--- src/hw/socPkg.sv ---
`default_nettype none

package socPkg;

    // bus word and address widths
    typedef logic [31:0] dataT;
    typedef logic [15:0] addrT;
    typedef logic [3:0]  byteEnT;

    // device-side index widths
    typedef logic [7:0]  ramAddrT;
    typedef logic [1:0]  regAddrT;

    // address bits 15:12 pick the device
    typedef logic [3:0]  regionT;

    localparam regionT ramRegion    = 4'd0;
    localparam regionT timerRegion  = 4'd1;
    localparam regionT randomRegion = 4'd2;

    // timer register map
    localparam regAddrT timerControl = 2'd0;
    localparam regAddrT timerCompare = 2'd1;
    localparam regAddrT timerCount   = 2'd2;
    localparam regAddrT timerStatus  = 2'd3;

    // lfsr value after reset, also replaces a zero seed
    localparam dataT randomReset = 32'h0000_0001;
    // galois feedback mask
    localparam dataT randomTaps  = 32'h8020_0003;

    typedef enum logic [1:0] {idle, issue, pending, finish} busStateT;

endpackage

`default_nettype wire
--- src/hw/busIf.sv ---
`timescale 1ns/1ps
`default_nettype none

// one peripheral port between the controller and a device
interface busIf
    import socPkg::*;
();

    // controller side
    logic    read;
    logic    write;
    ramAddrT regAddr;
    dataT    writeData;
    byteEnT  byteEnable;

    // device side
    dataT    readData;
    logic    readValid;

    modport host (
        output read, write, regAddr, writeData, byteEnable,
        input  readData, readValid
    );

    modport device (
        input  read, write, regAddr, writeData, byteEnable,
        output readData, readValid
    );

endinterface

`default_nettype wire

--- src/hw/random.sv ---
`timescale 1ns/1ps
`default_nettype none

module random
    import socPkg::*;
(
    input  logic clk,
    input  logic rst,
    busIf.device bus
);

    dataT lfsr;
    dataT lfsrNext;

    // galois step, shift right and fold in taps on a one
    assign lfsrNext = lfsr[0] ? ((lfsr >> 1) ^ randomTaps) : (lfsr >> 1);

    always_ff @(posedge clk) begin
        if (rst) begin
            lfsr          <= randomReset;
            bus.readValid <= 1'b0;
        end else begin
            bus.readValid <= bus.read;
            if (bus.write) begin
                // zero would lock the lfsr
                lfsr <= (bus.writeData == '0) ? randomReset : bus.writeData;
            end else if (bus.read) begin
                lfsr <= lfsrNext;
            end
        end
    end

    // value before the step goes out
    always_ff @(posedge clk) begin
        if (bus.read) begin
            bus.readData <= lfsr;
        end
    end

endmodule

`default_nettype wire

--- src/flat_wrapper.sv ---
// flat-port wrapper written by rule: the top's interface ports become plain ports
module random_flat import socPkg::*;
  (clk, rst, bus_read, bus_write, bus_regAddr, bus_writeData, bus_byteEnable, bus_readData, bus_readValid);
  busIf bus_i ();
  input  logic clk;
  input  logic rst;
  input wire logic [$bits(bus_i.read)-1:0] bus_read;
  input wire logic [$bits(bus_i.write)-1:0] bus_write;
  input wire logic [$bits(bus_i.regAddr)-1:0] bus_regAddr;
  input wire logic [$bits(bus_i.writeData)-1:0] bus_writeData;
  input wire logic [$bits(bus_i.byteEnable)-1:0] bus_byteEnable;
  output wire logic [$bits(bus_i.readData)-1:0] bus_readData;
  output wire logic [$bits(bus_i.readValid)-1:0] bus_readValid;
  assign bus_i.read = bus_read;
  assign bus_i.write = bus_write;
  assign bus_i.regAddr = bus_regAddr;
  assign bus_i.writeData = bus_writeData;
  assign bus_i.byteEnable = bus_byteEnable;
  assign bus_readData = bus_i.readData;
  assign bus_readValid = bus_i.readValid;
  random u_core (.clk(clk), .rst(rst), .bus(bus_i));
endmodule
--- config.mk ---
export PLATFORM = sky130hd
export DESIGN_NAME = random_flat
export DESIGN_NICKNAME = d
export VERILOG_FILES = /design/src/hw/socPkg.sv /design/src/hw/busIf.sv /design/src/hw/random.sv /design/src/flat_wrapper.sv
export SDC_FILE = /design/constraint.sdc
export NUM_CORES = 1
export LEC_CHECK = 0
export ABC_CLOCK_PERIOD_IN_PS = 1100
export BUFFER_PORTS_ARGS = -buffer_cell sky130_fd_sc_hd__buf_2
export CAP_MARGIN = 10
export CORE_MARGIN = 1.5
export CORE_UTILIZATION = 24
export DETAILED_ROUTE_END_ITERATION = 12
export SLEW_MARGIN = 10
export SYNTH_ARGS = -nofsm -noshare
export SYNTH_HDL_FRONTEND = slang
export SYNTH_SLANG_ARGS = --single-unit
--- constraint.sdc ---
create_clock -name clk -period 1.1 [get_ports clk]
set_input_delay 0.22 -clock clk [delete_from_list [all_inputs] [get_ports clk]]
set_output_delay 0.22 -clock clk [all_outputs]
set_load 0.01 [all_outputs]
==> summary.txt <==
Worst r2r dst: u_core.lfsr[1]
Initial antenna violation count: 1
Number of distinct library cells after synthesis: 22
Final setup margin: -0.01031 ns
Sw frac: 23.85%
Layout cells sized above 1: 35.94%
CTS max path bufs: 2
Die height: 106.4 um
Synth-to-layout area growth: 32.31%
Vias in the first global route: 1818
Switching Power: 1.229 mW
Pwr/cell area: 1519 nW/um2
Area of the die: 11310 um2
Drt first pass iters: 4
Crit-path cells: buf_2
Syn avg cell area: 11.55 um2
Critical path peak fanout: 1
Largest delay share family, worst path: flip-flops
Routed WL: 5660 um
Largest net degree at the start of global routing: 33
Violated checks: negative setup slack
Max-cap violations: 0
Hold endpoint: u_core.lfsr[26]
# diodes: 0
Multi-input logic area: 828.3 um2
Grt met3 use: 3.679%
Synth warn: 0
Filler cells: 1038
Sink Count: 65
RSZ-0062 raised after global routing: yes
Worst Setup End Kind: output pin
Final instance area: 3392 um2
Clock power share: 34.4%
Reg2Reg Setup Slack: 0.08 ns
Register area: 1622 um2
Yosys reg bits: 65
Final Cycle Share: 100.9%
Gp weighted congestion: 0.7505
Outcome: finished, violations left
Crit path arrival time: 0.89 ns
Flop pwr share: 54.0%
Postcts setup bufs: 0
Non-Filler Instances: 456
GRT Max-Usage Layer: met2
TritonCTS clock tree: built
Commonest non-fill, non-tap cell in the layout: buf_2
Synthesized area: 2564 um2
Overall Power: 5.151 mW
Core footprint: 10320 um2
Largest stage delay on the critical path: 0.40 ns
CP Class: reg2out
Routed via count: 1894
HP Class: in2reg
Critical-path top delay cell: edfxtp_1
Fmax: 900.7 MHz
Worst reg-to-reg path cell count: 4
Leak pwr: 1.473 nW
CP required: 0.88 ns
FF-to-FF Start: u_core.lfsr[0]
Crit path buf inv count: 1
Internal cell power: 3.922 mW
Actual slew at the worst max-slew pin: 0.3667 ns
Row count: 37
Aggregate global-route resource usage: 10.38%
Combinational share of power: 11.6%
Mapped Cells: 222
Final HPWL DP: 4132 um
Placed inst area: 3218 um2
Starting Density: 24.83%
# IOs: 81
Final period demand of the worst path: 1.110 ns
Slew margin rel.: 75.33%
Global-route wire length before repair: 8880 um
Grt total ovfl: 0
DRC Markers: 0
H-Tree Level Count: 3
Clock slew at reported path FFs: 0.07 ns
Clk Tree Root Cell: clkbuf_8
# setup viols final: 2
Fin nets: 363
Met1 Use GR: 11.88%
DR iter-0 viols: 73
Sequential element share of the synthesized area: 63.25%
Most frequent cells in the layout: buf_2, nor2_1, dfxtp_1
HP Start: bus_writeData[26]
Post-DR wirelength/cell: 12.41 um
Hold depth: 3
TNS Setup: -0.01448 ns
Die span in x: 106.4 um
Peak VDD IR: 0.0004526 V
Antenna viol nets, final: 0
Clock latency on the worst-skew pair: 0.33 ns
IO Port Bufs: 68
Grt met2 use: 16.68%
Crit start category: flop
Vias per cell: 4.154
Pins Over Slew Limit: 0
Syn nets: 270
Num CTS Buffers: 9
Fin. Hold Viols: 0
Skew final: 0.006716 ns
Total placed cells including tap cells: 440
[how the worst max path moves through the flow]
stage / depth (start not counted) / endpoint / start / slack [ns]
after floorplan: 6 / u_core.lfsr[10] / bus_read / 0.11
after global placement: 6 / u_core.lfsr[0] / bus_writeData[20] / -0.22
after detailed placement: 6 / u_core.lfsr[0] / bus_writeData[20] / -0.23
after CTS: 1 / bus_readData[19] / u_core.bus.readData[19] / -0.03
after global routing: 1 / bus_readData[19] / u_core.bus.readData[19] / -0.05
final: 1 / bus_readData[23] / u_core.bus.readData[23] / -0.01
[routing by layer]
metal | wire length (um) | part of all wire, % | up-vias
met1 | 2393 | 42 | 876
met3 | 310 | 5.5 | 11
met4 | 127 | 2.2 | 2
met5 | 12 | 0.21 | -
met2 | 2815 | 50 | 37
li1 | - | - | 968
[flip-flops by register name, summed over array words and instances, names as in the netlist]
name and flops:
u_core.lfsr 32, u_core.bus.readData 32, u_core.bus.readValid 1
[cell usage after synthesis]
master	n	area share, %
buf_12	1	0.78
nor3b_1	1	0.29
buf_8	2	1.2
xnor2_1	3	1.0
nor2b_1	1	0.24
a211oi_2	2	0.98
o31a_1	1	0.34
nor2_2	2	0.49
edfxtp_1	32	37
buf_1	1	0.15
a21oi_1	31	6.1
nor4_1	8	2.0
clkbuf_1	3	0.44
dfxtp_1	33	26
mux2i_1	29	11
nand4_1	2	0.49
nor2_1	60	8.8
o21ai_1	1	0.20
nand2_1	1	0.15
buf_2	6	1.2
buf_6	1	0.44
buf_4	1	0.29
[stage by stage]
step	setup WS (ns)	util, %	hold WS, ns
2_1_floorplan	0.1096	-	0.3325
4_1_cts	-0.03478	32.86	0.1094
5_1_grt	-0.04626	32.86	0.1402
3_3_place_gp	-0.2180	31.17	0.4444
3_5_place_dp	-0.2276	31.17	0.4465
6_report	-0.01031	32.86	0.1347
[kinds of logic after synthesis]
logic type / Yosys count / synth area share [%]
AOI/OAI and AO/OA: 35 / 7.564
xor gates and xnor gates: 3 / 1.025
buffers and inverters: 15 / 4.441
DFF: 65 / 63.25
muxes: 29 / 11.32
and+or+nand+nor: 75 / 12.40
[power by group through the flow]
stage	registers (mW)	logic, mW	clock network (mW)
floorplan	2.86	0.281	0
global placement	2.83	0.596	0
detailed placement	2.83	0.603	0
CTS	2.78	0.606	1.84
global route	2.80	0.665	1.93
finish	2.78	0.598	1.77
[cell type report]
| class | instances | area share, % |
|---|---|---|
| timing repair buffer | 97 | 17.63 |
| tap | 136 | 5.017 |
| clock buffer | 13 | 4.685 |
| multi-input combinational | 142 | 24.42 |
| sequential | 65 | 47.81 |
| clock inverter | 3 | 0.4426 |
[what timing repair did]
item / in CTS / in global routing
cloned: 0 / 0
gates resized for setup: 0 / 0
endpoints found under the setup margin: 7 / 16
hold buffers: 0 / 0
Note: power is estimated with default switching activity, not from simulation.
