## src/hw/socPkg.sv

```systemverilog
`default_nettype none

package socPkg;

    // bus word and address widths
    typedef logic [31:0] dataT;
    typedef logic [15:0] addrT;
    typedef logic [3:0]  byteEnT;

    // device-side index widths
    typedef logic [7:0]  ramAddrT;
    typedef logic [1:0]  regAddrT;

    // address bits 15:12 pick the device
    typedef logic [3:0]  regionT;

    localparam regionT ramRegion    = 4'd0;
    localparam regionT timerRegion  = 4'd1;
    localparam regionT randomRegion = 4'd2;

    // timer register map
    localparam regAddrT timerControl = 2'd0;
    localparam regAddrT timerCompare = 2'd1;
    localparam regAddrT timerCount   = 2'd2;
    localparam regAddrT timerStatus  = 2'd3;

    // lfsr value after reset, also replaces a zero seed
    localparam dataT randomReset = 32'h0000_0001;
    // galois feedback mask
    localparam dataT randomTaps  = 32'h8020_0003;

    typedef enum logic [1:0] {idle, issue, pending, finish} busStateT;

endpackage

`default_nettype wire
```

## src/hw/busIf.sv

```systemverilog
`timescale 1ns/1ps
`default_nettype none

// one peripheral port between the controller and a device
interface busIf
    import socPkg::*;
();

    // controller side
    logic    read;
    logic    write;
    ramAddrT regAddr;
    dataT    writeData;
    byteEnT  byteEnable;

    // device side
    dataT    readData;
    logic    readValid;

    modport host (
        output read, write, regAddr, writeData, byteEnable,
        input  readData, readValid
    );

    modport device (
        input  read, write, regAddr, writeData, byteEnable,
        output readData, readValid
    );

endinterface

`default_nettype wire

```

## src/hw/timer.sv

```systemverilog
`timescale 1ns/1ps
`default_nettype none

module timer
    import socPkg::*;
(
    input  logic clk,
    input  logic rst,
    busIf.device bus,
    output logic irq
);

    logic    countEn;
    logic    irqEn;
    dataT    compare;
    dataT    count;
    logic    flag;
    logic    hit;
    regAddrT sel;

    // timer only decodes the low two index bits
    assign sel = bus.regAddr[1:0];

    // period reached
    assign hit = countEn && (count == compare);

    always_ff @(posedge clk) begin
        if (rst) begin
            countEn <= 1'b0;
            irqEn   <= 1'b0;
            compare <= '1;
            count   <= '0;
            flag    <= 1'b0;
            irq     <= 1'b0;
        end else begin
            // control and compare, full word writes
            if (bus.write && (sel == timerControl)) begin
                countEn <= bus.writeData[0];
                irqEn   <= bus.writeData[1];
            end
            if (bus.write && (sel == timerCompare)) begin
                compare <= bus.writeData;
            end
            // software load beats counting
            if (bus.write && (sel == timerCount)) begin
                count <= bus.writeData;
            end else if (hit) begin
                count <= '0;
            end else if (countEn) begin
                count <= count + 1'b1;
            end
            // sticky flag, a new hit wins over write-one-to-clear
            if (hit) begin
                flag <= 1'b1;
            end else if (bus.write && (sel == timerStatus) && bus.writeData[0]) begin
                flag <= 1'b0;
            end
            irq <= flag && irqEn;
        end
    end

    // register readback
    always_ff @(posedge clk) begin
        if (bus.read) begin
            case (sel)
                timerControl: bus.readData <= {30'd0, irqEn, countEn};
                timerCompare: bus.readData <= compare;
                timerCount:   bus.readData <= count;
                default:      bus.readData <= {31'd0, flag};
            endcase
        end
    end

    always_ff @(posedge clk) begin
        if (rst) begin
            bus.readValid <= 1'b0;
        end else begin
            bus.readValid <= bus.read;
        end
    end

endmodule

`default_nettype wire

```

## src/flat_wrapper.sv

```systemverilog
// flat-port wrapper written by rule: the top's interface ports become plain ports
module timer_flat import socPkg::*;
  (clk, rst, irq, bus_read, bus_write, bus_regAddr, bus_writeData, bus_byteEnable, bus_readData, bus_readValid);
  busIf bus_i ();
  input  logic clk;
  input  logic rst;
  output logic irq;
  input wire logic [$bits(bus_i.read)-1:0] bus_read;
  input wire logic [$bits(bus_i.write)-1:0] bus_write;
  input wire logic [$bits(bus_i.regAddr)-1:0] bus_regAddr;
  input wire logic [$bits(bus_i.writeData)-1:0] bus_writeData;
  input wire logic [$bits(bus_i.byteEnable)-1:0] bus_byteEnable;
  output wire logic [$bits(bus_i.readData)-1:0] bus_readData;
  output wire logic [$bits(bus_i.readValid)-1:0] bus_readValid;
  assign bus_i.read = bus_read;
  assign bus_i.write = bus_write;
  assign bus_i.regAddr = bus_regAddr;
  assign bus_i.writeData = bus_writeData;
  assign bus_i.byteEnable = bus_byteEnable;
  assign bus_readData = bus_i.readData;
  assign bus_readValid = bus_i.readValid;
  timer u_core (.clk(clk), .rst(rst), .bus(bus_i), .irq(irq));
endmodule
```

## config.mk

```make
export PLATFORM = sky130hd
export DESIGN_NAME = timer_flat
export DESIGN_NICKNAME = d
export VERILOG_FILES = /design/src/hw/socPkg.sv /design/src/hw/busIf.sv /design/src/hw/timer.sv /design/src/flat_wrapper.sv
export SDC_FILE = /design/constraint.sdc
export NUM_CORES = 1
export LEC_CHECK = 0
export BUFFER_PORTS_ARGS = -buffer_cell sky130_fd_sc_hd__clkbuf_2
export CAP_MARGIN = 20
export CELL_PAD_IN_SITES_DETAIL_PLACEMENT = 1
export CELL_PAD_IN_SITES_GLOBAL_PLACEMENT = 2
export CORE_MARGIN = 5
export CORE_UTILIZATION = 35
export DETAILED_ROUTE_END_ITERATION = 12
export PLACE_DENSITY_LB_ADDON = 0.08
export SYNTH_ARGS = -nofsm -noshare
export SYNTH_HDL_FRONTEND = slang
export SYNTH_SLANG_ARGS = --single-unit
export TNS_END_PERCENT = 10
```

## constraint.sdc

```tcl
create_clock -name clk -period 2.6 [get_ports clk]
set_input_delay 0.39 -clock clk [delete_from_list [all_inputs] [get_ports clk]]
set_output_delay 0.39 -clock clk [all_outputs]
set_load 0.02 [all_outputs]
```

==> metrics.txt, run 1 <==
die area 0.0169 mm2; final WL 15800 um; die height 130 um; share of flip-flops with an asynchronous set or reset 0%; TritonCTS clock tree yes; flop2flop setup slack 260 ps; WS Path Type reg2reg; Critical Path AT 2570 ps; n_diodes 0; syn nets 589; Synth Flop Type dfxtp_1; Clock Pin Slew Worst Setup and Hold Paths 70 ps; GRT Total Usage 19.7%; Synth Instances 540; clock skew 7.38 ps; YS warnings 0; Die X 130 um; distinct cell type count after synthesis 44; Initial DRT Pass Iterations 4; final hold vios 0; setup repair after global routing missed its margin false; Final period util 89.9%; maxcap violations 0; Static Leak 2.32 nW; Critical Path Source Type flop; Worst EP required 2830 ps; post-synthesis sequential area ratio 46.5%; CTS-repair resized insts 0; CP max stage delay 510 ps; half-perimeter wire length after placement 11000 um; Largest delay share family, worst path simple AND/OR/NAND/NOR gates; first-pass GRT wire length 25200 um; input/output buffers 71; gpl congestion 0.825; CTS Buf Count 9; total power 3.66 mW; vias after detailed routing 4170; power per cell area 625 mW/mm2; #FFs+latches synth 101; Final Critical Period 2340 ps; Slew Limit Fails 0; worst hold-check path type in2reg; Slew @ Worst Pin 912 ps; WL/cell 20.2 um; CP Buf/Inv Count 1; share of cells above drive strength 1 19.3%; status completed; clk_lat worst skew 360 ps; commonest cells in the synthesized netlist nand2_1 (85), dfxtp_1 (69), xor2_1 (43); TNS Setup 0 ps; critical-path maximum fanout 20; Cell Area, Placed 0.00555 mm2; worst path cell trace xor2_1, nor4_1, nand4_1, or3_4, nand3_1, buf_4, o22ai_1; grt total ovfl 0; Ports 82; maximum vdd ir drop 0.292 mV; fin area 0.00586 mm2; Worst Setup End Kind flop; Synth area leaders dfxtp_1 (27%), edfxtp_1 (19%), xor2_1 (7.5%); max_slew headroom 39.2%; fin util 41.9%; largest area contributor in the netlist dfxtp_1; setup violators final 0; Cell Area, Synth 0.00504 mm2; Root Buffer clkbuf_16; antenna violations before repair 0; share of the synthesized area in the top cell type 27.4%; number of hold buffers added after cts 0; syn_area_per_cell 9.33 um2; initial DRC count 230; Area growth syn-to-layout 16.3%; vias in the first global route 4528; most common cell in the netlist nand2_1; Avg Vias per Cell 5.33; max frequency 428 MHz; H-tree Lvls 3; CP max stage cell or3_4; number of enable flip-flop cells after synthesis 32; worst-case clock buffer depth 2; post-CTS setup buffers 0; residual DRC count 0; Post-DRT Antenna Nets 0; largest net degree at the start of global routing 34; fin nets 646; core area 0.0140 mm2; Sink Count 101; row count 43; initial core utilization 36.0%
report_power, final:
group / switching, mW / total, mW / internal [mW] / leakage, nW
Clock: 0.596 / 1.43 / 0.834 / 0.151
Combinational: 0.270 / 0.440 / 0.171 / 1.27
Sequential: 0.0724 / 1.79 / 1.72 / 0.890
Total: 0.939 / 3.66 / 2.72 / 2.32
routing by layer:
metal  global-route usage [%]  vias up  share of wire, %
li1                         -     2041                 -
met1                     26.3     2044                47
met2                     32.6       74                48
met3                     3.97       11               4.5
met4                     5.44        0              0.94
met5                        0        -                 0
layout make-up:
cell class / count / area (um2)
repair buffers: 92 / 513
clock buffers: 10 / 229
clock inverters: 6 / 77.6
inverters: 6 / 22.5
well taps: 180 / 225
fillers: 1631 / 8130
multi-input cells: 387 / 2450
flip-flops and latches: 101 / 2340
worst paths after layout:
kind	start	to	cells past startpoint
max	u_core.count[26]	u_core.count[15]	7
min	bus_writeData[11]	u_core.compare[11]	3
max reg2reg	u_core.count[26]	u_core.count[15]	7
min reg2reg	u_core.irqEn	u_core.irq	2
stage by stage:
stage	instances	setup slack, ps	hold slack [ps]
final	782	264	256
after global routing	782	87.0	260
after CTS	782	216	250
after detailed placement	766	222	466
after global placement	766	277	452
after floorplan	540	676	421
cell usage in the layout (no fill, tap or decap), types with 3 or more instances in the layout:
master and count:
nor3_1 8, clkbuf_2 71, and2_1 3, edfxtp_1 32
buf_4 21, inv_1 6, mux2i_1 3, o21ai_0 4
xor2_1 43, nor4_1 13, clkbuf_16 9, nand3_1 24
nand4_1 13, nand2_1 85, a22o_1 31, dfxtp_1 69
nor2_1 16, a21oi_1 28, xnor2_1 16, and3_1 23
o22ai_1 20, nand3b_1 32
cells by family after synthesis:
family,after synthesis,share of synthesized area [%]
DFF,101,46.5
muxes,4,1.04
and+or+nand+nor,233,24.4
AOI/OAI and AO/OA,88,11.9
adders and majority gates,1,0.248
xor gates and xnor gates,61,10.9
buffers and inverters,52,5.02
sequential cells by signal, indices dropped and copies added, names as in the netlist:
| register | cells |
|---|---|
| u_core.bus.readData | 32 |
| u_core.bus.readValid | 1 |
| u_core.flag | 1 |
| u_core.count | 32 |
| u_core.irq | 1 |
| u_core.compare | 32 |
| u_core.irqEn | 1 |
| u_core.countEn | 1 |
worst register-to-register path: cells and delay by family, from the launching register on:
| family | cells | cell delay [ps] |
|---|---|---|
| DFF | 1 | 440 |
| buffers and inverters | 1 | 270 |
| AOI/OAI and AO/OA | 1 | 160 |
| xor gates and xnor gates | 1 | 170 |
| and+or+nand+nor | 4 | 1180 |
Power figures use the tool's default switching activity.
==> run 2, diff against run 1 <==
--- a/config.mk
+++ b/config.mk
@@ -13,6 +13,7 @@
 export CORE_UTILIZATION = 35
 export DETAILED_ROUTE_END_ITERATION = 12
 export PLACE_DENSITY_LB_ADDON = 0.08
+export RECOVER_POWER = 100
 export SYNTH_ARGS = -nofsm -noshare
 export SYNTH_HDL_FRONTEND = slang
 export SYNTH_SLANG_ARGS = --single-unit
==> metrics.txt, run 2 (synthesized netlist as in run 1, its figures left out) <==
clock skew 5.31 ps (was 7.38 ps); critical path launch point u_core.count[26] (unchanged); reg2reg end u_core.count[15] (unchanged); row count 43 (unchanged); Worst Setup End Kind flop (unchanged); Final Critical Period 2370 ps (was 2340 ps); Root Buffer clkbuf_16 (unchanged); instance count on the critical path 7 (unchanged); failing checks max-capacitance violations, max-slew violations; critical-path maximum fanout 20 (unchanged); gpl congestion 0.825 (unchanged); die area 0.0169 mm2 (unchanged); initial core utilization 36.0% (unchanged); flop2flop setup slack 230 ps (was 260 ps); input/output buffers 71 (unchanged); share of cells above drive strength 1 11.8% (was 19.3%); worst path cell trace xor2_1, nor4_1, nand4_1, or3_4, nand3_1, buf_4, o22ai_1 (unchanged); final hold vios 0 (unchanged); H-tree Lvls 3 (unchanged); GRT Total Usage 19.7% (unchanged); Area growth syn-to-layout 14.8% (was 16.3%); core area 0.0140 mm2 (unchanged); WL/cell 20.2 um (about the same); CP max stage cell or3_4 (unchanged); CP Buf/Inv Count 1 (unchanged); fin util 41.3% (was 41.9%); die height 130 um (unchanged); CTS-repair resized insts 0 (unchanged); Largest delay share family, worst path simple AND/OR/NAND/NOR gates (unchanged); Worst EP required 2830 ps (about the same); Critical Path AT 2600 ps (was 2570 ps); clk_lat worst skew 350 ps (was 360 ps); CTS Buf Count 9 (unchanged); max frequency 422 MHz (was 428 MHz); vias in the first global route 4528 (unchanged); initial DRC count 231 (was 230); Slew @ Worst Pin 1990 ps (was 912 ps); Setup crit end u_core.count[15] (unchanged); most common cell after layout, fill and taps aside nand2_1 (unchanged); Die X 130 um (unchanged); Critical Path Source Type flop (unchanged); Post-DRT Antenna Nets 0 (unchanged); Final period util 91.2% (was 89.9%); max_slew headroom -32.4% (was 39.2%); antenna violations before repair 0 (unchanged); Ports 82 (unchanged); Slew Limit Fails 34 (was 0); Clock Pin Slew Worst Setup and Hold Paths 70 ps (about the same); n_diodes 0 (unchanged); most frequent cells in the layout nand2_1 (85), dfxtp_1 (69), xor2_1 (43), clkbuf_1 (43), clkbuf_2 (35) (was nand2_1 (85), clkbuf_2 (71), dfxtp_1 (69), xor2_1 (43)); worst hold-check path type in2reg (unchanged); power per cell area 630 mW/mm2 (was 625 mW/mm2); fin nets 646 (unchanged); CP max stage delay 510 ps (about the same); first-pass GRT wire length 25200 um (unchanged); TritonCTS clock tree yes (unchanged); Initial DRT Pass Iterations 4 (unchanged); residual DRC count 0 (unchanged); TNS Setup 0 ps (unchanged); Sink Count 101 (unchanged); WS Path Type reg2reg (unchanged); R2R depth 7 (unchanged); worst-case clock buffer depth 2 (unchanged); grt total ovfl 0 (unchanged); half-perimeter wire length after placement 11000 um (unchanged); Static Leak 2.18 nW (was 2.32 nW); maxcap violations 1 (was 0); FF-to-FF Start u_core.count[26] (unchanged); post-CTS setup buffers 0 (unchanged); setup repair after global routing missed its margin false (unchanged); final WL 15800 um (about the same); biggest regs u_core.bus.readData x32, u_core.compare x32, u_core.count x32 (unchanged); status finished, violations left (was completed); setup violators final 0 (unchanged); number of hold buffers added after cts 0 (unchanged); Avg Vias per Cell 5.36 (was 5.33); vias after detailed routing 4195 (was 4170); largest net degree at the start of global routing 34 (unchanged); maximum vdd ir drop 0.283 mV (was 0.292 mV)
==> run 2: cell count changes in the layout (fill, tap and decap cells not counted), sizes merged <==
cell	delta
clkbuf	+6
buf	-6
==> run 2: worst min path at each step <==
stage	slack (ps)	cells after the start	endpoint	startpoint
2_1_floorplan	420	2	u_core.irq	u_core.irqEn
3_3_place_gp	450	2	u_core.irq	u_core.irqEn
3_5_place_dp	470	2	u_core.irq	u_core.irqEn
4_1_cts	250	3	u_core.compare[11]	bus_writeData[11]
5_1_grt	260	3	u_core.count[14]	bus_writeData[14]
6_report	260	3	u_core.compare[11]	bus_writeData[11]
==> run 2: cell type report <==
| type | instances | area (um2) |
|---|---|---|
| clock inverters | 6 | 77.6 |
| inverters | 6 | 22.5 |
| flip-flops and latches | 101 | 2340 |
| well taps | 180 | 225 |
| clock buffers | 10 | 229 |
| fillers | 1653 | 8210 |
| multi-input cells | 387 | 2440 |
| repair buffers | 92 | 445 |
==> run 2: tightest hold or removal path, stage by stage <==
cell and delay (ps):
clkbuf_2 90, nand2_1 40, nand3b_1 70
==> run 2: per-stage QoR <==
step | area [um2] | instances | setup slack [ps] | power [mW] | hold slack (ps)
finish | 5780 | 782 | 228 | 3.64 | 262
global route | 5780 | 782 | 69.6 | 3.81 | 260
CTS | 5860 | 782 | 216 | 3.70 | 250
detailed placement | 5550 | 766 | 222 | 2.27 | 466
global placement | 5550 | 766 | 277 | 2.26 | 452
floorplan | 5040 | 540 | 676 | 2.08 | 421
==> run 2: per-layer routing <==
metal	vias up	part of all wire (%)	GRT usage [%]
met5	-	0	0
met4	0	0.82	5.44
met3	7	3.4	3.97
met2	58	49	32.6
met1	2086	47	26.3
li1	2044	-	-
==> run 2: power by group <==
part	leakage, nW	internal [mW]	total (mW)	switching, mW
logic	1.13	0.157	0.427	0.270
registers	0.890	1.72	1.79	0.0719
clock network	0.151	0.834	1.43	0.592
