$ cat src/hw/socPkg.sv
`default_nettype none

package socPkg;

    // bus word and address widths
    typedef logic [31:0] dataT;
    typedef logic [15:0] addrT;
    typedef logic [3:0]  byteEnT;

    // device-side index widths
    typedef logic [7:0]  ramAddrT;
    typedef logic [1:0]  regAddrT;

    // address bits 15:12 pick the device
    typedef logic [3:0]  regionT;

    localparam regionT ramRegion    = 4'd0;
    localparam regionT timerRegion  = 4'd1;
    localparam regionT randomRegion = 4'd2;

    // timer register map
    localparam regAddrT timerControl = 2'd0;
    localparam regAddrT timerCompare = 2'd1;
    localparam regAddrT timerCount   = 2'd2;
    localparam regAddrT timerStatus  = 2'd3;

    // lfsr value after reset, also replaces a zero seed
    localparam dataT randomReset = 32'h0000_0001;
    // galois feedback mask
    localparam dataT randomTaps  = 32'h8020_0003;

    typedef enum logic [1:0] {idle, issue, pending, finish} busStateT;

endpackage

`default_nettype wire
$ cat src/hw/busIf.sv
`timescale 1ns/1ps
`default_nettype none

// one peripheral port between the controller and a device
interface busIf
    import socPkg::*;
();

    // controller side
    logic    read;
    logic    write;
    ramAddrT regAddr;
    dataT    writeData;
    byteEnT  byteEnable;

    // device side
    dataT    readData;
    logic    readValid;

    modport host (
        output read, write, regAddr, writeData, byteEnable,
        input  readData, readValid
    );

    modport device (
        input  read, write, regAddr, writeData, byteEnable,
        output readData, readValid
    );

endinterface

`default_nettype wire

$ cat src/hw/busController.sv
`timescale 1ns/1ps
`default_nettype none

module busController
    import socPkg::*;
(
    input  logic   clk,
    input  logic   rst,
    input  logic   read,
    input  logic   write,
    input  addrT   address,
    input  dataT   writeData,
    input  byteEnT byteEnable,
    output logic   waitRequest,
    output logic   readValid,
    output dataT   readData,
    busIf.host     ramBus,
    busIf.host     timerBus,
    busIf.host     randomBus
);

    busStateT state;
    logic     opRead;
    regionT   regionR;
    ramAddrT  indexR;
    dataT     writeDataR;
    byteEnT   byteEnableR;
    dataT     readDataR;
    logic     mapped;
    logic     issueRead;
    logic     issueWrite;
    logic     deviceValid;
    dataT     deviceData;

    // only three regions have a device behind them
    assign mapped = (address[15:12] == ramRegion) || (address[15:12] == timerRegion) ||
                    (address[15:12] == randomRegion);

    // stall the master until the access is done
    assign waitRequest = (read || write) && (state != finish);
    assign readValid   = (state == finish) && opRead;
    assign readData    = readDataR;

    // strobe pulse, single cycle in issue
    assign issueRead  = (state == issue) && opRead;
    assign issueWrite = (state == issue) && !opRead;

    assign ramBus.read       = issueRead && (regionR == ramRegion);
    assign ramBus.write      = issueWrite && (regionR == ramRegion);
    assign timerBus.read     = issueRead && (regionR == timerRegion);
    assign timerBus.write    = issueWrite && (regionR == timerRegion);
    assign randomBus.read    = issueRead && (regionR == randomRegion);
    assign randomBus.write   = issueWrite && (regionR == randomRegion);

    // payload fanned out to every port, strobes pick the target
    assign ramBus.regAddr       = indexR;
    assign ramBus.writeData     = writeDataR;
    assign ramBus.byteEnable    = byteEnableR;
    assign timerBus.regAddr     = indexR;
    assign timerBus.writeData   = writeDataR;
    assign timerBus.byteEnable  = byteEnableR;
    assign randomBus.regAddr    = indexR;
    assign randomBus.writeData  = writeDataR;
    assign randomBus.byteEnable = byteEnableR;

    // return path from the selected device
    always_comb begin
        case (regionR)
            ramRegion: begin
                deviceValid = ramBus.readValid;
                deviceData  = ramBus.readData;
            end
            timerRegion: begin
                deviceValid = timerBus.readValid;
                deviceData  = timerBus.readData;
            end
            randomRegion: begin
                deviceValid = randomBus.readValid;
                deviceData  = randomBus.readData;
            end
            default: begin
                deviceValid = 1'b0;
                deviceData  = '0;
            end
        endcase
    end

    always_ff @(posedge clk) begin
        if (rst) begin
            state  <= idle;
            opRead <= 1'b0;
        end else begin
            case (state)
                idle: begin
                    if (read || write) begin
                        opRead <= read;
                        // unmapped accesses skip the device
                        state  <= mapped ? issue : finish;
                    end
                end
                issue:   state <= opRead ? pending : finish;
                pending: begin
                    if (deviceValid) begin
                        state <= finish;
                    end
                end
                finish:  state <= idle;
                default: state <= idle;
            endcase
        end
    end

    // capture decode while idle, read data while pending
    always_ff @(posedge clk) begin
        if (state == idle) begin
            regionR     <= address[15:12];
            indexR      <= address[9:2];
            writeDataR  <= writeData;
            byteEnableR <= byteEnable;
            // zero stays for unmapped reads
            readDataR   <= '0;
        end else if ((state == pending) && deviceValid) begin
            readDataR   <= deviceData;
        end
    end

endmodule

`default_nettype wire

$ cat src/flat_wrapper.sv
// flat-port wrapper written by rule: the top's interface ports become plain ports
module busController_flat import socPkg::*;
  (clk, rst, read, write, address, writeData, byteEnable, waitRequest, readValid, readData, ramBus_read, ramBus_write, ramBus_regAddr, ramBus_writeData, ramBus_byteEnable, ramBus_readData, ramBus_readValid, timerBus_read, timerBus_write, timerBus_regAddr, timerBus_writeData, timerBus_byteEnable, timerBus_readData, timerBus_readValid, randomBus_read, randomBus_write, randomBus_regAddr, randomBus_writeData, randomBus_byteEnable, randomBus_readData, randomBus_readValid);
  busIf ramBus_i ();
  busIf timerBus_i ();
  busIf randomBus_i ();
  input  logic clk;
  input  logic rst;
  input  logic read;
  input  logic write;
  input  addrT address;
  input  dataT writeData;
  input  byteEnT byteEnable;
  output logic waitRequest;
  output logic readValid;
  output dataT readData;
  output wire logic [$bits(ramBus_i.read)-1:0] ramBus_read;
  output wire logic [$bits(ramBus_i.write)-1:0] ramBus_write;
  output wire logic [$bits(ramBus_i.regAddr)-1:0] ramBus_regAddr;
  output wire logic [$bits(ramBus_i.writeData)-1:0] ramBus_writeData;
  output wire logic [$bits(ramBus_i.byteEnable)-1:0] ramBus_byteEnable;
  input wire logic [$bits(ramBus_i.readData)-1:0] ramBus_readData;
  input wire logic [$bits(ramBus_i.readValid)-1:0] ramBus_readValid;
  output wire logic [$bits(timerBus_i.read)-1:0] timerBus_read;
  output wire logic [$bits(timerBus_i.write)-1:0] timerBus_write;
  output wire logic [$bits(timerBus_i.regAddr)-1:0] timerBus_regAddr;
  output wire logic [$bits(timerBus_i.writeData)-1:0] timerBus_writeData;
  output wire logic [$bits(timerBus_i.byteEnable)-1:0] timerBus_byteEnable;
  input wire logic [$bits(timerBus_i.readData)-1:0] timerBus_readData;
  input wire logic [$bits(timerBus_i.readValid)-1:0] timerBus_readValid;
  output wire logic [$bits(randomBus_i.read)-1:0] randomBus_read;
  output wire logic [$bits(randomBus_i.write)-1:0] randomBus_write;
  output wire logic [$bits(randomBus_i.regAddr)-1:0] randomBus_regAddr;
  output wire logic [$bits(randomBus_i.writeData)-1:0] randomBus_writeData;
  output wire logic [$bits(randomBus_i.byteEnable)-1:0] randomBus_byteEnable;
  input wire logic [$bits(randomBus_i.readData)-1:0] randomBus_readData;
  input wire logic [$bits(randomBus_i.readValid)-1:0] randomBus_readValid;
  assign ramBus_read = ramBus_i.read;
  assign ramBus_write = ramBus_i.write;
  assign ramBus_regAddr = ramBus_i.regAddr;
  assign ramBus_writeData = ramBus_i.writeData;
  assign ramBus_byteEnable = ramBus_i.byteEnable;
  assign ramBus_i.readData = ramBus_readData;
  assign ramBus_i.readValid = ramBus_readValid;
  assign timerBus_read = timerBus_i.read;
  assign timerBus_write = timerBus_i.write;
  assign timerBus_regAddr = timerBus_i.regAddr;
  assign timerBus_writeData = timerBus_i.writeData;
  assign timerBus_byteEnable = timerBus_i.byteEnable;
  assign timerBus_i.readData = timerBus_readData;
  assign timerBus_i.readValid = timerBus_readValid;
  assign randomBus_read = randomBus_i.read;
  assign randomBus_write = randomBus_i.write;
  assign randomBus_regAddr = randomBus_i.regAddr;
  assign randomBus_writeData = randomBus_i.writeData;
  assign randomBus_byteEnable = randomBus_i.byteEnable;
  assign randomBus_i.readData = randomBus_readData;
  assign randomBus_i.readValid = randomBus_readValid;
  busController u_core (.clk(clk), .rst(rst), .read(read), .write(write), .address(address), .writeData(writeData), .byteEnable(byteEnable), .waitRequest(waitRequest), .readValid(readValid), .readData(readData), .ramBus(ramBus_i), .timerBus(timerBus_i), .randomBus(randomBus_i));
endmodule
$ cat config.mk
export PLATFORM = sky130hd
export DESIGN_NAME = busController_flat
export DESIGN_NICKNAME = d
export VERILOG_FILES = /design/src/hw/socPkg.sv /design/src/hw/busIf.sv /design/src/hw/busController.sv /design/src/flat_wrapper.sv
export SDC_FILE = /design/constraint.sdc
export NUM_CORES = 1
export LEC_CHECK = 0
export CAP_MARGIN = 20
export CORE_AREA = 2 2 126 128
export CTS_BUF_LIST = sky130_fd_sc_hd__clkbuf_16
export DETAILED_ROUTE_END_ITERATION = 8
export DIE_AREA = 0 0 128 130
export DONT_BUFFER_PORTS = 1
export PLACE_DENSITY = 0.36
export SYNTH_ARGS = -nofsm -noshare
export SYNTH_HDL_FRONTEND = slang
export SYNTH_SLANG_ARGS = --single-unit
export TNS_END_PERCENT = 10
$ cat constraint.sdc
create_clock -name clk -period 3.7 [get_ports clk]
set_input_delay 0.185 -clock clk [delete_from_list [all_inputs] [get_ports clk]]
set_output_delay 0.185 -clock clk [all_outputs]
set_load 0.03 [all_outputs]
==> impl_metrics.toml, run 1 <==
[clocking]
cts_buffers = 9
clk_latency_ns = 0.34
cts_max_path_buffers = 2
cts_num_sinks = 83
htreeDepth = 3
path_clk_slew_ns = 0.06
cts_tree = "done"
post_cts_resized = 0
cts_setup_buffers = 0
root_buffer = "clkbuf_16"

[sta]
fmax_mhz = 352
holdWs_ns = 0.0337
rsz0062_at_grt = "no"
fin_crit_sh_pct = 76.7
period_minus_slack_ns = 2.84
hold_viol = 0
slew_viol_final = 0
max_slew_margin_pct = 35.8
finalSetupViolCount = 0
setup_tns_ns = 0
tightest_slew_ns = 0.956
fin_skew_ns = 0.00614

[setup_path]
start_kind = "flip-flop"
endpoint_kind = "primary output"
path_cells = "or3_1, nor2_2, buf_4, and3_1"
crit_required_ns = 3.51
rrSetupSlack_ns = 1.19
criticalPathCategory = "flip-flop to primary output"
critPathMaxStageDelay_ns = 0.66
arrival_ns = 2.65
crit_slowest_cell = "nor2_2"
crit_fanout = 21

[detailed_routing]
wl_per_cell_um = 22.0
via_per_inst = 5.14
drt_iter0_markers = 228
first_pass_iters = 6
drcViolationCount = 0
totalWireLength_um = 10700
via_count = 2502
antenna_left = 0

[yosys]
synthArstFlopShare_pct = 0
ys_seq_elements = 83
synth-main-ff-cell = "edfxtp_1"
synth_area_per_cell_sq_um = 12.0
yosysWarnings = 0
ys_seq_area_share_pct = 53.8
synth_cell_types = 29
syn_nets = 491
syn_inst = 332
synth_edf_count = 48
synth_area_sq_um = 3980

[layout]
drive_gt1_share_pct = 13.9
regArea_sq_um = 2140
nets = 448
multi_input_area_sq_um = 1070
nFillCells = 1599
layout_commonest_cell = "dlygate4sd3_1"
syn_to_final_growth_pct = 9.30
final_cell_mix = "dlygate4sd3_1 (49), edfxtp_1 (48), dfxtp_1 (35)"
fin_area_sq_um = 4350

[pwr]
combPwrFrac_pct = 17.3
p_leak_nw = 1.40
ir_drop_v = 0.000292
power.switching_mw = 2.26
pwr-share-clk_pct = 21.7
swShare_pct = 51.2
p_int_mw = 2.15
cellPowerDensity_nw_per_um2 = 1010
power.share.sequential_pct = 61.0

[floorplan]
start_util_pct = 25.8
coreArea_sq_um = 15400
ios = 327
die_x_um = 128
die_area_sq_um = 16600
die-height_um = 130
placementRows = 46

[global_routing]
grt_max_degree = 36
antenna_found_initial = 0
grt_overflow = 0
grt.total_usage_pct = 11.9
grt_pass1_vias = 2393
grt_pass1_wl_um = 14400

[hold_path]
min_path_type = "input port to flip-flop"

[placed_design]
place_area_sq_um = 3540
dp_hpwl_um = 7860
port_buffers = 0
gp_congestion = 0.723

[job]
drv_cap = 0

[status]
outcome = "finished, final reports clean"
## flip-flops by register name, summed over array words and instances (netlist names)
name and count:
u_core.ramBus.byteEnable 4, u_core.opRead 1, u_core.ramBus.regAddr 8, u_core.ramBus.writeData 32, u_core.state 2, u_core.regionR 4, u_core.readData 32
## cell usage after synthesis (2+ instances only)
cell | number | area share [%]
inv_1 | 5 | 0.47
ha_1 | 4 | 1.3
dfxtp_1 | 35 | 18
buf_2 | 11 | 1.4
buf_4 | 91 | 17
and2_1 | 2 | 0.31
nor3_1 | 2 | 0.25
a222oi_1 | 32 | 8.0
a21oi_1 | 33 | 4.1
nand2_1 | 3 | 0.28
clkbuf_1 | 11 | 1.0
a211oi_1 | 22 | 4.1
edfxtp_1 | 48 | 36
and3_1 | 3 | 0.47
a211oi_2 | 10 | 3.1
nor2_1 | 7 | 0.66
## what timing repair did
action	in CTS	in global routing
hold buffers	49	0
endpoints found under the setup margin	0	0
endpoints found under the hold margin	51	0
## layout make-up
| type | instances | area share, % |
|---|---|---|
| Antenna cell | 1 | 0.0575 |
| Multi-Input combinational cell | 131 | 24.6 |
| Clock inverter | 7 | 1.98 |
| Tap cell | 192 | 5.52 |
| Inverter | 5 | 0.431 |
| Timing Repair Buffer | 59 | 13.1 |
| Clock buffer | 9 | 5.17 |
| Sequential cell | 83 | 49.2 |
## worst max-delay path: cells and delay by family (launching register included)
| kind | cells | cell delay [ns] |
|---|---|---|
| and+or+nand+nor | 3 | 1.55 |
| DFF | 1 | 0.44 |
| buffers and inverters | 1 | 0.32 |
## per-stage QoR
stage	std cells	power [mW]	util, %	worst slack (ns)
2_1_floorplan	332	3.63	-	1.06
3_3_place_gp	420	3.44	22.9	1.18
3_5_place_dp	420	3.44	22.9	1.19
4_1_cts	485	4.47	28.1	0.848
5_1_grt	486	4.62	28.2	0.749
6_report	487	4.41	28.2	0.861
## per-layer routing
layer	part of all wire, %	up-vias	GRT usage [%]
met5	0	-	0
met4	1.4	0	4.72
met3	9.0	18	4.43
met2	52	200	20.2
met1	38	1179	13.7
li1	-	1105	-
## path summary, 6_finish.rpt
kind                           startpoint                               end  cells past startpoint
max reg2reg   u_core.regionR[1]$_DFFE_PP_  u_core.readData[20]$_SDFFE_PP0P_                      6
min                                   rst      u_core.state[1]$_SDFFE_PP0P_                      2
max           u_core.regionR[3]$_DFFE_PP_                    randomBus_read                      4
min reg2reg  u_core.state[0]$_SDFFE_PP0P_      u_core.state[0]$_SDFFE_PP0P_                      2
## power by group through the flow
| stage | Clock, mW | Sequential [mW] | Combinational, mW |
|---|---|---|---|
| after CTS | 1.00 | 2.69 | 0.778 |
| after global routing | 1.02 | 2.75 | 0.847 |
| after global placement | 0 | 2.71 | 0.725 |
| after floorplan | 0 | 1.92 | 1.72 |
| after detailed placement | 0 | 2.71 | 0.732 |
| final | 0.956 | 2.69 | 0.764 |
## kinds of logic (layout without fill, tap and decap cells)
| kind of cell | count (synthesis) | after routing | synth area share (%) |
|---|---|---|---|
| compound gates | 105 | 105 | 21.7 |
| fa+ha+maj | 4 | 4 | 1.26 |
| buf+inv | 118 | 80 | 20.0 |
| flops | 83 | 83 | 53.8 |
| mux | 1 | 1 | 0.251 |
| other cells | 0 | 1 | 0 |
| simple gates | 21 | 21 | 3.02 |
No activity file was read; power rests on OpenSTA's default activity.
==> run 2: changes to the inputs <==
Clock period 3.7 ns to 2.66 ns, I/O delays scaled along.
==> run 2 against run 1 <==
Global-route usage grew 0.57 points. Routed wire length grew 2.7%. Critical path depth shrank 1. Combinational power grew 39%. Non-clock buffer count grew 2. Die area is the same. Via count grew 2.0%. First-iteration DRC count shrank 11%. Total power grew 37%. Design area grew 0.32%. Clock power grew 31%. Sequential share of layout area shrank 0.15 points. Largest cell class unchanged. Highest routed layer unchanged.
==> impl_metrics.toml, run 2 (synthesized netlist as in run 1, its figures left out) <==
[global_routing]
grt_pass1_wl_um = 15000
grt.total_usage_pct = 12.5
grt_pass1_vias = 2530
grt_util_met3_pct = 4.55
antenna_found_initial = 0
grt_use_met1_pct = 13.3
grt_max_degree = 45
grt_overflow = 0
globalRouteMet2Util_pct = 22.8
grt_busiest_layer = "met2"

[sta]
max_slew_margin_pct = 40.2
fin_crit_sh_pct = 90.1
slew_viol_final = 0
finalSetupViolCount = 0
fmax_mhz = 417
setup_tns_ns = 0
rsz0062_at_grt = "no"
hold_viol = 0
period_minus_slack_ns = 2.40
tightest_slew_ns = 0.898
fin_skew_ns = 0.00719

[layout]
multi_input_area_sq_um = 1070
instances_no_fill = 488
final_core_util_pct = 28.3
syn_to_final_growth_pct = 9.64
final_cell_mix = "dlygate4sd3_1 (50), edfxtp_1 (48), dfxtp_1 (35)"
drive_gt1_share_pct = 14.2
layout_commonest_cell = "dlygate4sd3_1"
diodes = 0
nFillCells = 1608
regArea_sq_um = 2140
nets = 450

[clocking]
post_cts_resized = 0
cts_tree = "done"
htreeDepth = 3
cts_buffers = 9
cts_max_path_buffers = 2
path_clk_slew_ns = 0.07
cts_num_sinks = 83
root_buffer = "clkbuf_16"
clk_latency_ns = 0.34

[floorplan]
die-height_um = 130
die_area_sq_um = 16600
placementRows = 46
coreArea_sq_um = 15400
start_util_pct = 25.8
die_x_um = 128
ios = 327

[pwr]
power.switching_mw = 3.14
p_int_mw = 2.91
finalPower_mw = 6.05
combPwrFrac_pct = 17.5
pwr-share-clk_pct = 20.7
swShare_pct = 51.9
p_leak_nw = 1.41
ir_drop_v = 0.000459
power.share.sequential_pct = 61.7
cellPowerDensity_nw_per_um2 = 1390

[detailed_routing]
drt_iter0_markers = 203
via_per_inst = 5.23
via_count = 2552
totalWireLength_um = 11000
drcViolationCount = 0
first_pass_iters = 5
wl_per_cell_um = 22.6
antenna_left = 0

[status]
outcome = "finished, final reports clean"

[setup_path]
crit_fanout = 11
arrival_ns = 2.26
endpoint_kind = "primary output"
crit_required_ns = 2.53
criticalPathCategory = "flip-flop to primary output"
start_kind = "flip-flop"

[job]
drv_cap = 0

[placed_design]
dp_hpwl_um = 7990
gp_congestion = 0.749
port_buffers = 0
placed_cells = 422

[hold_path]
min_path_type = "input port to flip-flop"
[run 2: cell types whose count changed in the layout (fill, tap and decap cells not counted), sizes merged]
cell / delta
buf: +1
bufinv: -2
clkbuf: +2
clkinv: +2
clkinvlp: -1
diode: -1
dlygate4sd3: +1
inv: -1
[run 2: per-layer routing]
metal / vias up / wire, um
met1: 1209 / 4090
met2: 209 / 5790
met5: - / 0
li1: 1112 / -
met3: 22 / 962
met4: 0 / 162
[run 2: power by group through the flow]
stage                     clock network [mW]  registers, mW  logic [mW]
final                                   1.25           3.74        1.06
after global routing                    1.36           3.82        1.17
after CTS                               1.32           3.74        1.09
after detailed placement                   0           3.76        1.01
after global placement                     0           3.77        1.01
after floorplan                            0           2.67        2.39
[run 2: worst paths after layout]
check / start / end / slack (ns) / cells after the start
worst min-delay path: randomBus_readData[30] / u_core.readData[30]$_SDFFE_PP0P_ / 0.10 / 2
worst max-delay path: u_core.regionR[3]$_DFFE_PP_ / randomBus_read / 0.26 / 3
worst min register to register: u_core.state[0]$_SDFFE_PP0P_ / u_core.state[0]$_SDFFE_PP0P_ / 0.62 / 2
worst max register to register: u_core.regionR[3]$_DFFE_PP_ / u_core.readData[0]$_SDFFE_PP0P_ / 0.51 / 5
[run 2: area by class of cell]
class | count | area share (%)
sequential | 83 | 49.0
multi-input combinational | 131 | 24.5
timing repair buffer | 61 | 13.6
clock buffer | 11 | 6.30
tap | 192 | 5.50
clock inverter | 5 | 0.602
inverter | 5 | 0.430
[run 2: critical path, cell delays in order, from the launching register on]
cell and delay, ns:
edfxtp_1 0.43, or3_1 0.52, nor2_2 0.50, and3_1 0.48
[run 2: what timing repair did]
item,4_1_cts,5_1_grt
hold buffers,50,0
setup buffers,0,0
endpoints found under the hold margin,51,0
[run 2: metrics by stage]
| step | area (sq um) | hold WS [ns] | worst slack [ns] |
|---|---|---|---|
| floorplan | 3980 | 0.205 | 0.0238 |
| global placement | 3570 | 0.210 | 0.519 |
| detailed placement | 3570 | 0.212 | 0.475 |
| CTS | 4370 | 0.0825 | 0.211 |
| global route | 4370 | 0.0981 | 0.131 |
| finish | 4370 | 0.101 | 0.264 |
==> run 3: changes to the inputs <==
Settings changed: CAP_MARGIN 20 to unset, HOLD_SLACK_MARGIN set to 0.12.
==> run 3 against run 2 <==
The run now fails in 4_1_cts. Synthesized cell count unchanged. Synthesized area is the same.
==> impl_metrics.toml, run 3 <==
[placed_design]
gp_congestion = 0.749
dp_slack_ns = 0.475
port_buffers = 0
dp_hpwl_um = 7990

[status]
haltStage = "4_1_cts"
first-error = "[ERROR RSZ-0060] Max buffer count reached."
outcome = "aborted with a tool error"

[yosys]
synth_area_leader_cell = "edfxtp_1"
synth_top_area_share_pct = 36.2
netlist_top_cells_count = "buf_4 (91), edfxtp_1 (48), dfxtp_1 (35)"
ys_seq_area_share_pct = 53.8
synth.most_common_cell = "buf_4"
synth_edf_count = 48
synthArstFlopShare_pct = 0
syn_nets = 491
synth_area_sq_um = 3980
synth_cell_types = 29
syn_inst = 332
yosysWarnings = 0
synth_area_leaders = "edfxtp_1 (36%), dfxtp_1 (18%), buf_4 (17%)"
ys_seq_elements = 83
synth-main-ff-cell = "edfxtp_1"
synth_area_per_cell_sq_um = 12.0

[floorplan]
die-height_um = 130
start_util_pct = 25.8
ios = 327
die_x_um = 128
placementRows = 46

[clocking]
cts_max_path_buffers = 2
cts_hold_buf = 101
htreeDepth = 3
cts_num_sinks = 83
post_cts_resized = 0
cts_buffers = 9
cts_setup_buffers = 0
root_buffer = "clkbuf_16"
==> run 3: cell counts after synthesis <==
No cell type changed its count.
==> run 3: through the flow <==
| step | std cells | area [sq um] |
|---|---|---|
| after floorplan | 332 | 3980 |
| after global placement | 422 | 3570 |
| after detailed placement | 422 | 3570 |
==> run 3: logic make-up after synthesis <==
logic type | Yosys count | synth area share [%]
muxes | 1 | 0.251
buffers and inverters | 118 | 20.0
DFF | 83 | 53.8
AOI/OAI and AO/OA | 105 | 21.7
and+or+nand+nor | 21 | 3.02
adders and majority gates | 4 | 1.26
==> run 4: changes to the inputs <==
Settings changed: CTS_BUF_LIST sky130_fd_sc_hd__clkbuf_16 to unset, HOLD_SLACK_MARGIN 0.12 to unset, PLACE_DENSITY 0.36 to unset, PLACE_DENSITY_LB_ADDON set to 0.15.
==> run 4 against run 3 <==
The run now ends clean.
==> impl_metrics.toml, run 4 (synthesized netlist as in run 1, its figures left out) <==
[setup_path]
criticalPathCategory = "flip-flop to primary output"
arrival_ns = 2.14
reg2reg_from = "u_core.state[1]$_SDFFE_PP0P_"
rrSetupSlack_ns = 0.45
r2r_cells = 7
start_kind = "flip-flop"
crit_slowest_cell = "or3_1"
r2r-end = "u_core.opRead$_SDFFE_PP0P_"
critPathMaxStageDelay_ns = 0.52
path_cells = "or3_1, nor2_2, buf_4, and3_1"
crit_family = "simple AND/OR/NAND/NOR gates"
crit_buf_inv = 1
crit_fanout = 33
endpoint_kind = "primary output"
crit_required_ns = 2.53

[pwr]
cellPowerDensity_nw_per_um2 = 1400
combPwrFrac_pct = 17.8
ir_drop_v = 0.000473
power.switching_mw = 3.16
pwr-share-clk_pct = 20.3
p_leak_nw = 1.38
p_int_mw = 2.90
swShare_pct = 52.2
power.share.sequential_pct = 62.0

[detailed_routing]
drcViolationCount = 0
antenna_left = 0
wl_per_cell_um = 23.0
via_per_inst = 5.24
totalWireLength_um = 11200
drt_iter0_markers = 216
first_pass_iters = 6
via_count = 2559

[sta]
slew_viol_final = 0
holdWs_ns = 0.0986
setup_tns_ns = 0
fmax_mhz = 439
hold_viol = 0
period_minus_slack_ns = 2.28
fin_skew_ns = 0.00775
finalSetupViolCount = 0
max_slew_margin_pct = 40.1
rsz0062_at_grt = "no"
fin_crit_sh_pct = 85.5
tightest_slew_ns = 0.900

[layout]
instances_no_fill = 488
syn_to_final_growth_pct = 8.95
nFillCells = 1589
final_cell_mix = "dlygate4sd3_1 (50), edfxtp_1 (48), dfxtp_1 (35)"
diodes = 0
nets = 450
fin_area_sq_um = 4340
layout_commonest_cell = "dlygate4sd3_1"
drive_gt1_share_pct = 13.9

[clocking]
path_clk_slew_ns = 0.06
post_cts_resized = 0
root_buffer = "clkbuf_16"
clk_latency_ns = 0.34
cts_tree = "done"
cts_max_path_buffers = 2
htreeDepth = 3
cts_num_sinks = 83
cts_buffers = 9

[hold_path]
min-delay-start = "randomBus_readData[19]"
min_path_type = "input port to flip-flop"
hold_depth = 2
min_to = "u_core.readData[19]$_SDFFE_PP0P_"

[floorplan]
coreArea_sq_um = 15400
die-height_um = 130
placementRows = 46
ios = 327
start_util_pct = 25.8
die_x_um = 128
die_area_sq_um = 16600

[status]
outcome = "finished, final reports clean"

[global_routing]
grt_pass1_wl_um = 15300
grt.total_usage_pct = 12.6
grt_max_degree = 40
antenna_found_initial = 0
grt_pass1_vias = 2564
grt_overflow = 0

[placed_design]
placed_cells = 422
gp_congestion = 0.704
dp_hpwl_um = 8080
place_area_sq_um = 3550
port_buffers = 0

[job]
drv_cap = 0
-- run 4: worst max-delay path by stage --
stage / start / end / slack (ns) / depth (start not counted)
after detailed placement: u_core.regionR[1]$_DFFE_PP_ / u_core.readData[27]$_SDFFE_PP0P_ / 0.51 / 5
final: u_core.regionR[3]$_DFFE_PP_ / randomBus_read / 0.38 / 4
after global placement: u_core.regionR[1]$_DFFE_PP_ / u_core.readData[15]$_SDFFE_PP0P_ / 0.54 / 5
after floorplan: u_core.state[0]$_SDFFE_PP0P_ / u_core.readData[10]$_SDFFE_PP0P_ / 0.02 / 5
after CTS: u_core.regionR[3]$_DFFE_PP_ / randomBus_read / 0.35 / 4
after global routing: u_core.regionR[3]$_DFFE_PP_ / ramBus_read / 0.25 / 4
-- run 4: what timing repair did --
action                    4_1_cts  5_1_grt
setup buffers                   0        0
hold buffers                   50        0
hold endpoints to repair       51        0
-- run 4: power by group through the flow --
| stage | sequential (mW) | clock [mW] | combinational (mW) |
|---|---|---|---|
| finish | 3.76 | 1.23 | 1.08 |
| global route | 3.84 | 1.33 | 1.19 |
| CTS | 3.77 | 1.29 | 1.11 |
| detailed placement | 3.79 | 0 | 1.04 |
| global placement | 3.79 | 0 | 1.02 |
| floorplan | 2.67 | 0 | 2.39 |
-- run 4: area by class of cell --
type | count | area, sq um | share of cell area [%]
Clock inverter | 5 | 53.8 | 1.24
Tap cell | 192 | 240 | 5.53
Timing Repair Buffer | 61 | 583 | 13.4
Multi-Input combinational cell | 131 | 1070 | 24.6
Inverter | 5 | 18.8 | 0.432
Clock buffer | 11 | 233 | 5.36
Sequential cell | 83 | 2140 | 49.4
-- run 4: stage by stage --
stage / utilization, % / power [mW] / setup WS, ns
3_5_place_dp: 23.0 / 4.83 / 0.515
2_1_floorplan: - / 5.05 / 0.0238
5_1_grt: 28.1 / 6.36 / 0.249
4_1_cts: 28.1 / 6.17 / 0.354
3_3_place_gp: 23.0 / 4.82 / 0.538
6_report: 28.1 / 6.06 / 0.384
-- run 4: layer usage --
layer  wire length [um]  up-vias  global-route usage [%]
met5                  0        -                       0
met4                150        0                    4.46
met3               1100       16                    5.21
met2               5950      209                    22.7
met1               4000     1218                    13.4
li1                   -     1116                       -
